**src/include/ads_i2c_settings.svh**
```systemverilog
`ifndef ADS_I2C_SETTINGS_SVH
`define ADS_I2C_SETTINGS_SVH

// clk cycles per quarter of an scl bit, kept small for simulation
`define ADS_I2C_QUARTER_CYCLES 8

`define ADS_I2C_ADDR_W 7   // 7-bit device address
`define ADS_I2C_BYTE_W 8   // data byte and pointer
`define ADS_I2C_WORD_W 16  // register word

`endif

```
**src/logic/ads_i2c_pkg.sv**
```systemverilog
`default_nettype none

package ads_i2c_pkg;

    // host command kinds
    typedef enum logic [1:0] {
        cmd_set_pointer = 2'd0,
        cmd_write_reg   = 2'd1,
        cmd_read_reg    = 2'd2
    } cmd_kind_t;

    // single-bit bus operations run by the bit engine
    typedef enum logic [1:0] {
        op_start     = 2'd0,
        op_stop      = 2'd1,
        op_write_bit = 2'd2,
        op_read_bit  = 2'd3
    } bus_op_t;

endpackage

`default_nettype wire

```
**src/logic/i2c_bit_engine.sv**
```systemverilog
`timescale 1ns/1ps
`default_nettype none

`include "ads_i2c_settings.svh"

module i2c_bit_engine (
    input  wire logic                 clk,
    input  wire logic                 rst_n,
    input  wire logic                 op_go,
    input  ads_i2c_pkg::bus_op_t      op,
    input  wire logic                 tx_bit,
    output logic                      op_done,
    output logic                      rx_bit,
    output logic                      scl_oe,
    output logic                      sda_oe,
    input  wire logic                 scl_in,
    input  wire logic                 sda_in
);

    localparam int unsigned QC = `ADS_I2C_QUARTER_CYCLES;
    localparam int unsigned CNT_W = $clog2(QC + 1);
    localparam logic [CNT_W-1:0] LAST_CNT = CNT_W'(QC - 1);

    logic                 busy;
    logic [1:0]           q;          // quarter index
    logic [CNT_W-1:0]     cnt;        // quarter divider
    ads_i2c_pkg::bus_op_t cur_op;
    logic                 cur_tx;

    logic                 advance;
    logic                 tick;
    logic                 load;
    ads_i2c_pkg::bus_op_t sel_op;
    logic [1:0]           sel_q;
    logic                 sel_tx;
    logic                 next_scl_oe;
    logic                 next_sda_oe;

    // third quarter stalls while scl is held low by the target
    assign advance = busy && ((q != 2'd2) || scl_in);
    assign tick    = advance && (cnt == LAST_CNT);
    assign load    = (!busy && op_go) || (tick && (q != 2'd3));

    // line pattern of the quarter about to start
    always_comb begin
        if (busy) begin
            sel_op = cur_op;
            sel_q  = q + 2'd1;
            sel_tx = cur_tx;
        end else begin
            sel_op = op;
            sel_q  = 2'd0;
            sel_tx = tx_bit;
        end
        next_scl_oe = (sel_q == 2'd0) || (sel_q == 2'd3);   // low, high, high, low
        next_sda_oe = 1'b0;
        case (sel_op)
            ads_i2c_pkg::op_start: begin
                next_scl_oe = (sel_q == 2'd3);
                next_sda_oe = (sel_q != 2'd0);   // sda falls with scl high
            end
            ads_i2c_pkg::op_stop: begin
                next_scl_oe = (sel_q == 2'd0);
                next_sda_oe = (sel_q != 2'd3);   // sda rises with scl high
            end
            ads_i2c_pkg::op_write_bit: begin
                next_sda_oe = ~sel_tx;
            end
            default: begin
                next_sda_oe = 1'b0;              // released for the target
            end
        endcase
    end

    always_ff @(posedge clk) begin
        if (!rst_n) begin
            busy    <= 1'b0;
            q       <= 2'd0;
            cnt     <= '0;
            op_done <= 1'b0;
            scl_oe  <= 1'b0;
            sda_oe  <= 1'b0;
        end else begin
            op_done <= 1'b0;
            if (load) begin
                scl_oe <= next_scl_oe;
                sda_oe <= next_sda_oe;
            end
            if (!busy) begin
                if (op_go) begin
                    busy <= 1'b1;
                    q    <= 2'd0;
                    cnt  <= '0;
                end
            end else if (advance) begin
                if (tick) begin
                    cnt <= '0;
                    if (q == 2'd3) begin
                        busy    <= 1'b0;
                        op_done <= 1'b1;
                    end else begin
                        q <= q + 2'd1;
                    end
                end else begin
                    cnt <= cnt + 1'b1;
                end
            end
        end
    end

    always_ff @(posedge clk) begin
        if (!busy && op_go) begin
            cur_op <= op;
            cur_tx <= tx_bit;
        end
        // cnt sits at 0 until scl is seen high in the third quarter
        if (busy && (q == 2'd2) && scl_in && (cnt == '0)) begin
            rx_bit <= sda_in;
        end
    end

    a_no_go_when_busy : assert property (
        @(posedge clk) disable iff (!rst_n)
        op_go |-> !busy
    );

    // data may only move under a high clock for start and stop
    a_sda_stable_scl_high : assert property (
        @(posedge clk) disable iff (!rst_n)
        (scl_in && $changed(sda_oe)) |->
            (cur_op == ads_i2c_pkg::op_start || cur_op == ads_i2c_pkg::op_stop)
    );

endmodule

`default_nettype wire

```
**src/logic/i2c_transaction_seq.sv**
```systemverilog
`timescale 1ns/1ps
`default_nettype none

`include "ads_i2c_settings.svh"

module i2c_transaction_seq (
    input  wire logic                       clk,
    input  wire logic                       rst_n,
    input  wire logic                       cmd_req,
    input  ads_i2c_pkg::cmd_kind_t          cmd_kind,
    input  wire logic [`ADS_I2C_ADDR_W-1:0] cmd_dev_addr,
    input  wire logic [`ADS_I2C_BYTE_W-1:0] cmd_pointer,
    input  wire logic [`ADS_I2C_WORD_W-1:0] cmd_wdata,
    output logic                            cmd_ack,
    output logic [`ADS_I2C_WORD_W-1:0]      rd_data,
    output logic                            nack,
    output logic                            op_go,
    output ads_i2c_pkg::bus_op_t            op,
    output logic                            tx_bit,
    input  wire logic                       op_done,
    input  wire logic                       rx_bit
);

    localparam int unsigned BIT_CNT_W = $clog2(`ADS_I2C_BYTE_W);
    localparam logic [BIT_CNT_W-1:0] LAST_BIT = BIT_CNT_W'(`ADS_I2C_BYTE_W - 1);

    typedef enum logic [2:0] {
        st_idle,
        st_start,
        st_wr_bit,
        st_ack_in,
        st_rd_bit,
        st_ack_out,
        st_stop
    } seq_state_t;

    seq_state_t                  state;
    logic                        pending;     // op issued, op_done not yet seen
    logic [BIT_CNT_W-1:0]        bit_cnt;
    logic [1:0]                  byte_idx;
    ads_i2c_pkg::cmd_kind_t      kind_q;
    logic [`ADS_I2C_BYTE_W-1:0]  ptr_q;
    logic [`ADS_I2C_WORD_W-1:0]  wdata_q;
    logic [`ADS_I2C_BYTE_W-1:0]  tx_shift;
    logic [`ADS_I2C_WORD_W-1:0]  rd_shift;

    ads_i2c_pkg::bus_op_t        issue_op;
    logic                        issue_tx;
    logic [`ADS_I2C_BYTE_W-1:0]  next_wr_byte;
    logic                        last_wr_byte;

    always_comb begin
        issue_op = ads_i2c_pkg::op_read_bit;
        issue_tx = 1'b1;
        case (state)
            st_start:   issue_op = ads_i2c_pkg::op_start;
            st_stop:    issue_op = ads_i2c_pkg::op_stop;
            st_wr_bit: begin
                issue_op = ads_i2c_pkg::op_write_bit;
                issue_tx = tx_shift[`ADS_I2C_BYTE_W-1];   // msb first
            end
            st_ack_out: begin
                issue_op = ads_i2c_pkg::op_write_bit;
                issue_tx = (byte_idx == 2'd2);            // nack after last byte
            end
            default:    issue_op = ads_i2c_pkg::op_read_bit;
        endcase
    end

    // byte after the one just acked
    always_comb begin
        case (byte_idx)
            2'd0:    next_wr_byte = ptr_q;
            2'd1:    next_wr_byte = wdata_q[`ADS_I2C_WORD_W-1 -: `ADS_I2C_BYTE_W];
            default: next_wr_byte = wdata_q[`ADS_I2C_BYTE_W-1:0];
        endcase
    end

    assign last_wr_byte = (kind_q == ads_i2c_pkg::cmd_set_pointer && byte_idx == 2'd1) ||
                          (kind_q == ads_i2c_pkg::cmd_write_reg && byte_idx == 2'd3);

    always_ff @(posedge clk) begin
        if (!rst_n) begin
            state    <= st_idle;
            pending  <= 1'b0;
            op_go    <= 1'b0;
            cmd_ack  <= 1'b0;
            nack     <= 1'b0;
            rd_data  <= '0;
            bit_cnt  <= '0;
            byte_idx <= 2'd0;
        end else begin
            op_go <= 1'b0;
            if (state != st_idle && !pending) begin
                op_go   <= 1'b1;
                pending <= 1'b1;
            end
            case (state)
                st_idle: begin
                    if (cmd_ack && !cmd_req) begin
                        cmd_ack <= 1'b0;
                    end else if (!cmd_ack && cmd_req) begin
                        nack     <= 1'b0;
                        rd_data  <= '0;
                        bit_cnt  <= '0;
                        byte_idx <= 2'd0;
                        state    <= st_start;
                    end
                end
                st_start: begin
                    if (pending && op_done) begin
                        pending <= 1'b0;
                        state   <= st_wr_bit;
                    end
                end
                st_wr_bit: begin
                    if (pending && op_done) begin
                        pending <= 1'b0;
                        bit_cnt <= bit_cnt + 1'b1;
                        if (bit_cnt == LAST_BIT) begin
                            bit_cnt <= '0;
                            state   <= st_ack_in;
                        end
                    end
                end
                st_ack_in: begin
                    if (pending && op_done) begin
                        pending  <= 1'b0;
                        byte_idx <= byte_idx + 2'd1;
                        if (rx_bit) begin
                            nack  <= 1'b1;   // target did not answer
                            state <= st_stop;
                        end else if (kind_q == ads_i2c_pkg::cmd_read_reg) begin
                            state <= st_rd_bit;
                        end else if (last_wr_byte) begin
                            state <= st_stop;
                        end else begin
                            state <= st_wr_bit;
                        end
                    end
                end
                st_rd_bit: begin
                    if (pending && op_done) begin
                        pending <= 1'b0;
                        bit_cnt <= bit_cnt + 1'b1;
                        if (bit_cnt == LAST_BIT) begin
                            bit_cnt <= '0;
                            state   <= st_ack_out;
                        end
                    end
                end
                st_ack_out: begin
                    if (pending && op_done) begin
                        pending <= 1'b0;
                        if (byte_idx == 2'd2) begin
                            rd_data <= rd_shift;
                            state   <= st_stop;
                        end else begin
                            byte_idx <= 2'd2;
                            state    <= st_rd_bit;
                        end
                    end
                end
                st_stop: begin
                    if (pending && op_done) begin
                        pending <= 1'b0;
                        cmd_ack <= 1'b1;
                        state   <= st_idle;
                    end
                end
                default: state <= st_idle;
            endcase
        end
    end

    always_ff @(posedge clk) begin
        if (state != st_idle && !pending) begin
            op     <= issue_op;
            tx_bit <= issue_tx;
        end
        if (state == st_idle && !cmd_ack && cmd_req) begin
            kind_q   <= cmd_kind;
            ptr_q    <= cmd_pointer;
            wdata_q  <= cmd_wdata;
            tx_shift <= {cmd_dev_addr, cmd_kind == ads_i2c_pkg::cmd_read_reg};
        end else if (pending && op_done) begin
            if (state == st_wr_bit) begin
                tx_shift <= {tx_shift[`ADS_I2C_BYTE_W-2:0], 1'b0};
            end else if (state == st_ack_in) begin
                tx_shift <= next_wr_byte;
            end else if (state == st_rd_bit) begin
                rd_shift <= {rd_shift[`ADS_I2C_WORD_W-2:0], rx_bit};
            end
        end
    end

    a_ack_after_bus_idle : assert property (
        @(posedge clk) disable iff (!rst_n)
        $rose(cmd_ack) |-> !pending && !op_go
    );

    a_ack_falls_after_req : assert property (
        @(posedge clk) disable iff (!rst_n)
        (cmd_ack && !cmd_req) |=> !cmd_ack
    );

endmodule

`default_nettype wire

```
**src/logic/ads_i2c_master.sv**
```systemverilog
`timescale 1ns/1ps
`default_nettype none

`include "ads_i2c_settings.svh"

module ads_i2c_master (
    input  wire logic                       clk,
    input  wire logic                       rst_n,
    input  wire logic                       cmd_req,
    input  ads_i2c_pkg::cmd_kind_t          cmd_kind,
    input  wire logic [`ADS_I2C_ADDR_W-1:0] cmd_dev_addr,
    input  wire logic [`ADS_I2C_BYTE_W-1:0] cmd_pointer,
    input  wire logic [`ADS_I2C_WORD_W-1:0] cmd_wdata,
    output logic                            cmd_ack,
    output logic [`ADS_I2C_WORD_W-1:0]      rd_data,
    output logic                            nack,
    output logic                            scl_oe,
    output logic                            sda_oe,
    input  wire logic                       scl_in,
    input  wire logic                       sda_in
);

    logic                 op_go;
    ads_i2c_pkg::bus_op_t op;
    logic                 tx_bit;
    logic                 op_done;
    logic                 rx_bit;

    i2c_transaction_seq i_seq (
        .clk          (clk),
        .rst_n        (rst_n),
        .cmd_req      (cmd_req),
        .cmd_kind     (cmd_kind),
        .cmd_dev_addr (cmd_dev_addr),
        .cmd_pointer  (cmd_pointer),
        .cmd_wdata    (cmd_wdata),
        .cmd_ack      (cmd_ack),
        .rd_data      (rd_data),
        .nack         (nack),
        .op_go        (op_go),
        .op           (op),
        .tx_bit       (tx_bit),
        .op_done      (op_done),
        .rx_bit       (rx_bit)
    );

    i2c_bit_engine i_bit_engine (
        .clk     (clk),
        .rst_n   (rst_n),
        .op_go   (op_go),
        .op      (op),
        .tx_bit  (tx_bit),
        .op_done (op_done),
        .rx_bit  (rx_bit),
        .scl_oe  (scl_oe),
        .sda_oe  (sda_oe),
        .scl_in  (scl_in),
        .sda_in  (sda_in)
    );

endmodule

`default_nettype wire

```
**config.mk**
```make
export PLATFORM = sky130hd
export DESIGN_NAME = ads_i2c_master
export DESIGN_NICKNAME = d
export VERILOG_FILES = /design/src/logic/ads_i2c_pkg.sv /design/src/logic/i2c_bit_engine.sv /design/src/logic/i2c_transaction_seq.sv /design/src/logic/ads_i2c_master.sv
export VERILOG_INCLUDE_DIRS = /design/src /design/src/include
export SDC_FILE = /design/constraint.sdc
export NUM_CORES = 1
export LEC_CHECK = 0
export CAP_MARGIN = 20
export CORE_ASPECT_RATIO = 1.5
export CORE_MARGIN = 2
export CORE_UTILIZATION = 40
export DETAILED_ROUTE_END_ITERATION = 8
export DONT_BUFFER_PORTS = 1
export SLEW_MARGIN = 20
export SYNTH_ARGS = -nofsm -noshare
export SYNTH_HDL_FRONTEND = slang
export SYNTH_SLANG_ARGS = --single-unit
```
**constraint.sdc**
```tcl
create_clock -name clk -period 3 [get_ports clk]
set_clock_uncertainty 0.1 [all_clocks]
set_input_delay 0.15 -clock clk [delete_from_list [all_inputs] [get_ports clk]]
set_output_delay 0.15 -clock clk [all_outputs]
set_load 0.01 [all_outputs]
```
==> flow_summary_export.csv, run 1 <==
group,metric,value,unit
status,status,"finished, final reports clean",
yosys,yosys_most_used_dff,"edfxtp_1",
routing,drc_errors,0,
clock_network,clk_latency,340,ps
timing,maxSlewHeadroom,43.0,%
timing,max_freq,397,MHz
finish,nNetsFinal,452,
finish,area_growth,17.3,%
floorplanning,core-area,10200,um2
routing,vias,2829,
yosys,yosysMostFrequentCell,"edfxtp_1",
yosys,syn_area,4210,um2
timing,hold_viol_final,0,
floorplanning,dieArea,11400,um2
clock_network,post_cts_buffers,0,
clock_network,htreeDepth,3,
worst_setup_path,max_stage_delay,850,ps
worst_setup_path,end_kind,"flop",
routing,routedWlPerCell,14.5,um
worst_setup_path,worstPathRequired,3100,ps
yosys,synth_top_cell_area_share,40.7,%
pwr,power,3640,uW
yosys,ys_top_cells_by_area,"edfxtp_1 41%, dfxtp_1 18%, nand2_1 4.4%, ha_1 3.6%, nand3_2 3.3%",
placed_design,portBuffers,0,
grt,overflow,0,
yosys,synth_edf_count,57,
grt,grt_first_pass_wirelength,13500,um
yosys,synth_commonest_cells,"57 x edfxtp_1, 49 x nand2_1, 38 x dfxtp_1",
grt,antenna_found_initial,0,
yosys,avgSynthCellArea,11.3,um2
routing,drt-initial-drc-count,167,
timing,min_period,2520,ps
yosys,ys_seq_elements,95,
clock_network,cts_buffer_depth,2,
floorplanning,start_util,41.3,%
routing,ant_nets,0,
yosys,yosys_warnings,0,
grt,first_global_vias,2853,
pwr,leakagePower,0.00174,uW
timing,rsz0062_at_grt,"false",
floorplanning,pin_count,58,
timing,slew_viol_final,0,
worst_setup_path,worst-path-max-fanout,32,
yosys,syn_inst,371,
placed_design,hpwl,5170,um
timing,worstMarginPinSlew,855,ps
yosys,synthArstFlopShare,0,%
pwr,ir_drop,515,uV
yosys,synthesis.nets,421,
finish,n_antenna_cell,0,
routing,routed_via_density,5.16,
routing,dr.pass1.iters,4,
clock_network,root_buffer,"clkbuf_16",
clock_network,cts_tree,"built",
yosys,ys_types,45,
worst_setup_path,worstPathArrival,2610,ps
timing,finalSetupTns,0,ps
floorplanning,die_w,87.7,um
placed_design,gp_congestion,0.834,
worst_setup_path,path_class,"reg2reg",
floorplanning,fp.dieH,130,um
hold_path,hp-class,"in2reg",
worst_setup_path,cp_cell_sequence,"or3_1 > a21oi_4 > or3_2 > nand3_1 > o21ai_1",
timing,setup_violations,0,
floorplanning,num_rows,45,
clock_network,numCtsBuffers,9,
worst_setup_path,crit_slowest_cell,"or3_2",
grt,globalRouteTotalUtil,15.5,%
job,cap_viol_max_count,0,
worst_setup_path,cp-start-kind,"flop",
routing,routed_wl,7960,um
finish,drive_gt1_share,13.0,%
pwr,power_density,737,nW/um2
yosys,ys_seq_area_share,58.8,%
grt,grt_max_degree,41,
yosys,post-synth-top-area-cell,"edfxtp_1",
timing,min_period_over_period,83.9,%
clock_network,path_clk_slew,70,ps
clock_network,cts.sinks,95,
[per-stage QoR]
stage / util, % / cell area, um2 / hold WS (ps) / worst slack, ps / cells
after floorplan: - / 4210 / 149 / 775 / 371
after global placement: 41.9 / 4270 / 149 / 565 / 495
after detailed placement: 41.9 / 4270 / 149 / 529 / 495
after CTS: 48.4 / 4930 / 1.06 / 493 / 548
after global routing: 48.4 / 4930 / 14.6 / 290 / 548
final: 48.4 / 4930 / 13.5 / 484 / 548
[final timing paths]
kind / depth (start not counted) / end / slack, ps / start
min reg2reg: 0 / i_seq.rd_shift[1] / 360 / i_seq.rd_shift[0]
max: 5 / i_seq.rd_data[0] / 480 / i_seq.state[0]
min: 2 / i_seq.tx_shift[0] / 10 / cmd_kind[0]
max reg2reg: 5 / i_seq.rd_data[0] / 480 / i_seq.state[0]
[metal layers]
metal	vias up	track usage [%]	share of wire (%)	wire, um
met4	0	7.78	2.8	221
met2	94	25.6	51	4070
met3	18	4.52	5.1	408
li1	1407	-	-	-
met1	1310	18.1	41	3270
met5	-	0	0	0
[where the power goes]
part	total, uW	internal, uW	switching (uW)
Combinational	854	291	563
Clock	1060	575	487
Sequential	1720	1610	106
[layout make-up]
cell class | instances | area, um2
fill | 894 | 5260
clock buffer | 10 | 229
timing repair buffer | 41 | 410
clock inverter | 6 | 52.6
inverter | 12 | 45.0
multi-input combinational | 243 | 1550
sequential | 95 | 2470
tap | 141 | 176
[registers in the layout, summed over array words and instances (netlist names), 2 cells and up]
register and flops:
i_seq.byte_idx 2, i_seq.bit_cnt 3, i_seq.rd_data 16, i_seq.ptr_q 8, i_seq.tx_shift 8, i_seq.kind_q 2
i_seq.op 2, i_bit_engine.q 2, i_seq.rd_shift 16, i_seq.state 3, i_bit_engine.cur_op 2, i_seq.wdata_q 16
i_bit_engine.cnt 4
[cell usage in the layout, fill, tap and decap left out, types with 6 or more instances in the layout]
cell | synthesis | routed
dfxtp_1 | 38 | 38
a21oi_1 | 13 | 13
a22oi_1 | 9 | 9
nand2_1 | 49 | 49
nor2_1 | 18 | 18
clkbuf_16 | 0 | 9
dlygate4sd3_1 | 0 | 36
ha_1 | 12 | 12
edfxtp_1 | 57 | 57
a31oi_1 | 7 | 7
inv_1 | 11 | 11
nand3_2 | 14 | 14
o21ai_2 | 14 | 14
nand3_1 | 13 | 13
nor3_1 | 6 | 6
o21ai_0 | 26 | 26
[critical path, delay by kind of cell (launching register included)]
kind            cells  cell delay [ps]
compound gates      2              180
flops               1              640
simple gates        3             1440
[cell families (layout without fill, tap and decap cells)]
family / Yosys count / count (layout) / synth area share [%]
compound gates: 87 / 87 / 13.7
xor+xnor: 2 / 2 / 0.416
fa+ha+maj: 12 / 12 / 3.57
buf+inv: 33 / 69 / 4.46
flops: 95 / 95 / 58.8
mux: 6 / 6 / 1.46
simple gates: 136 / 136 / 17.6
[what timing repair did]
| item | 4_1_cts | 5_1_grt |
|---|---|---|
| hold endpoints to repair | 73 | 0 |
| hold buffers | 37 | 0 |
| resized for setup | 0 | 0 |
Note: power is estimated with default switching activity, not from simulation.
==> inputs of run 2 (changes only) <==
--- a/config.mk
+++ b/config.mk
@@ -6,6 +6,7 @@
 export SDC_FILE = /design/constraint.sdc
 export NUM_CORES = 1
 export LEC_CHECK = 0
+export ABC_AREA = 1
 export CAP_MARGIN = 20
 export CORE_ASPECT_RATIO = 1.5
 export CORE_MARGIN = 2
==> constraint.sdc (replaced) <==
create_clock -name clk -period 2.5 [get_ports clk]
set_clock_uncertainty 0.1 [all_clocks]
set_input_delay 0.125 -clock clk [delete_from_list [all_inputs] [get_ports clk]]
set_output_delay 0.125 -clock clk [all_outputs]
set_load 0.01 [all_outputs]
==> run 2 against run 1 <==
Compared with the run above: register-to-register slack improved by 140 ps; synthesized cell count increased by 25%; cell count increased by 19%; global-route usage decreased by 0.22 points; setup slack improved by 140 ps; clock power increased by 34%; maximum frequency increased by 34%; die area increased by 0.57%; largest cell class unchanged.
==> flow_summary_export.csv, run 2 <==
group,metric,value,unit
status,status,"finished, final reports clean",
worst_setup_path,cp-start-kind,"flop",
timing,slew_viol_final,0,
floorplanning,dieArea,11400,um2
yosys,yosys_most_used_dff,"edfxtp_1",
clock_network,numCtsBuffers,9,
yosys,synth_edf_count,57,
yosys,yosys_warnings,0,
grt,grt_max_degree,35,
grt,grt_first_pass_wirelength,13300,um
timing,max_freq,533,MHz
clock_network,cts_tree,"built",
timing,hold_viol_final,0,
clock_network,clk_latency,340,ps
worst_setup_path,rr_startpoint,"i_seq.state[2]",
finish,num-fill-cells,952,
worst_setup_path,r2r_cells,6,
yosys,synth_commonest_cells,"136 x nand2_1, 77 x nor2_1, 57 x edfxtp_1",
yosys,syn_inst,464,
floorplanning,pin_count,58,
finish,n_antenna_cell,0,
hold_path,min_path_cells,6,
routing,drc_errors,0,
yosys,synth_top_cell_area_share,40.4,%
yosys,syn_area,4230,um2
clock_network,path_clk_slew,70,ps
hold_path,min_from,"scl_in",
worst_setup_path,r2r_end,"i_seq.tx_shift[2]",
floorplanning,core-area,10400,um2
placed_design,gp_congestion,0.821,
worst_setup_path,end_kind,"flop",
yosys,synthArstFlopShare,0,%
routing,dr.pass1.iters,4,
worst_setup_path,worstPathArrival,1870,ps
routing,vias,3070,
clock_network,cts.sinks,95,
clock_network,htreeDepth,3,
placed_design,portBuffers,0,
placed_design,placed_cells,601,
pwr,ir_drop,644,uV
finish,drive_gt1_share,8.24,%
timing,setup_violations,0,
worst_setup_path,r2r_slack,630,ps
floorplanning,die_w,88.0,um
routing,routed_wl,7930,um
yosys,synthesis.nets,514,
clock_network,cts_buffer_depth,2,
job,cap_viol_max_count,0,
timing,rsz0062_at_grt,"false",
floorplanning,start_util,40.6,%
yosys,ys_types,37,
routing,routed_via_density,4.69,
grt,overflow,0,
worst_setup_path,worst-path-max-fanout,10,
pwr,seqPwrFrac,44.7,%
pwr,p_sw,1940,uW
grt,first_global_vias,2961,
worst_setup_path,max_stage_delay,600,ps
worst_setup_path,worstPathRequired,2490,ps
finish,area_growth,19.4,%
finish,final_cell_mix,"136 x nand2_1, 77 x nor2_1, 57 x edfxtp_1",
floorplanning,num_rows,46,
timing,maxSlewHeadroom,61.6,%
finish,stdcell_count,654,
worst_setup_path,cp_cell_sequence,"inv_4 > nand3_1 > buf_4 > inv_1 > a211oi_1 > o21ai_1",
finish,nNetsFinal,555,
timing,worstMarginPinSlew,576,ps
placed_design,hpwl,5220,um
timing,finalSetupTns,0,ps
pwr,p_sw_share,35.3,%
pwr,power_density,1090,nW/um2
floorplanning,fp.dieH,130,um
worst_setup_path,crit_slowest_cell,"dfxtp_1",
grt,antenna_found_initial,0,
pwr,power_frac_clock,25.8,%
grt,globalRouteTotalUtil,15.3,%
yosys,avgSynthCellArea,9.12,um2
hold_path,hp-class,"in2reg",
yosys,ys_seq_area_share,58.4,%
yosys,post-synth-top-area-cell,"edfxtp_1",
clock_network,root_buffer,"clkbuf_16",
finish,top_regs,"i_seq.rd_data x16, i_seq.rd_shift x16, i_seq.wdata_q x16",
timing,min_period_over_period,75.0,%
finish,final_common_cell,"nand2_1",
yosys,yosysMostFrequentCell,"nand2_1",
pwr,p_comb_share,29.5,%
timing,min_period,1870,ps
worst_setup_path,path_class,"reg2reg",
worst_setup_path,crit_start,"i_seq.state[2]",
hold_path,hold_path_end,"i_bit_engine.cnt[2]",
routing,drt-initial-drc-count,147,
routing,ant_nets,0,
yosys,ys_seq_elements,95,
routing,routedWlPerCell,12.1,um
yosys,ys_top_cells_by_area,"edfxtp_1 40%, dfxtp_1 18%, nand2_1 12%, nor2_1 6.8%, ha_1 3.5%",
pwr,leakagePower,0.00211,uW
pwr,p_int,3560,uW
==> run 2: area by class of cell <==
| cell class | count | area [um2] | share of cell area (%) |
|---|---|---|---|
| clock buffer | 10 | 239 | 4.73 |
| clock inverter | 6 | 73.8 | 1.46 |
| inverter | 41 | 159 | 3.15 |
| multi-input combinational | 314 | 1510 | 29.9 |
| sequential | 95 | 2470 | 48.9 |
| tap | 144 | 180 | 3.57 |
| timing repair buffer | 44 | 418 | 8.27 |
==> run 2: worst max-delay path by stage <==
stage,endpoint,slack [ps],cells after the start
after floorplan,i_seq.tx_shift[0],370,6
after global placement,i_seq.tx_shift[7],710,6
final,i_seq.tx_shift[2],630,6
after detailed placement,i_seq.tx_shift[5],670,6
after global routing,i_seq.rd_data[0],490,9
after CTS,i_seq.cmd_ack,470,3
==> run 2: stage by stage <==
| step | instance area, um2 | hold WS [ps] | utilization [%] | worst slack [ps] | power [uW] |
|---|---|---|---|---|---|
| 3_3_place_gp | 4370 | 124 | 42.0 | 709 | 4030 |
| 4_1_cts | 5060 | 51.0 | 48.5 | 471 | 5560 |
| 6_report | 5050 | 59.5 | 48.5 | 625 | 5500 |
| 5_1_grt | 5050 | 93.5 | 48.5 | 494 | 5930 |
| 3_5_place_dp | 4370 | 124 | 42.0 | 675 | 4070 |
| 2_1_floorplan | 4230 | 124 | - | 372 | 3780 |
==> run 2: worst max-delay path, delay by kind of cell (launching register included) <==
kind / cells / cell delay [ps]
buffers and inverters: 3 / 440
flip-flops: 1 / 600
AO/OA/AOI/OAI: 2 / 320
AND/OR/NAND/NOR: 1 / 160
==> run 2: cell families after synthesis <==
family | count (synthesis) | share of synthesized area (%)
AOI/OAI and AO/OA | 52 | 7.24
adders and majority gates | 12 | 3.55
buffers and inverters | 55 | 5.91
DFF | 95 | 58.4
and+or+nand+nor | 250 | 24.9
==> run 2: power by group through the flow <==
stage	clock (uW)	sequential, uW	combinational, uW
2_1_floorplan	0	2390	1390
3_3_place_gp	0	2480	1550
3_5_place_dp	0	2490	1570
4_1_cts	1450	2460	1640
5_1_grt	1520	2520	1890
6_report	1420	2460	1620
==> run 2: metal layers <==
metal  GRT usage [%]  up-vias  share of wire (%)
met5               0        -                  0
met4            7.15        0                2.5
met3            5.44       16                4.3
met2            26.7       66                 53
met1            16.1     1381                 40
li1                -     1607                  -
==> run 2: what timing repair did <==
| action | CTS | global route |
|---|---|---|
| hold buffers | 37 | 0 |
| setup buffers | 0 | 0 |
| gates resized for setup | 0 | 0 |
| hold endpoints to repair | 74 | 0 |
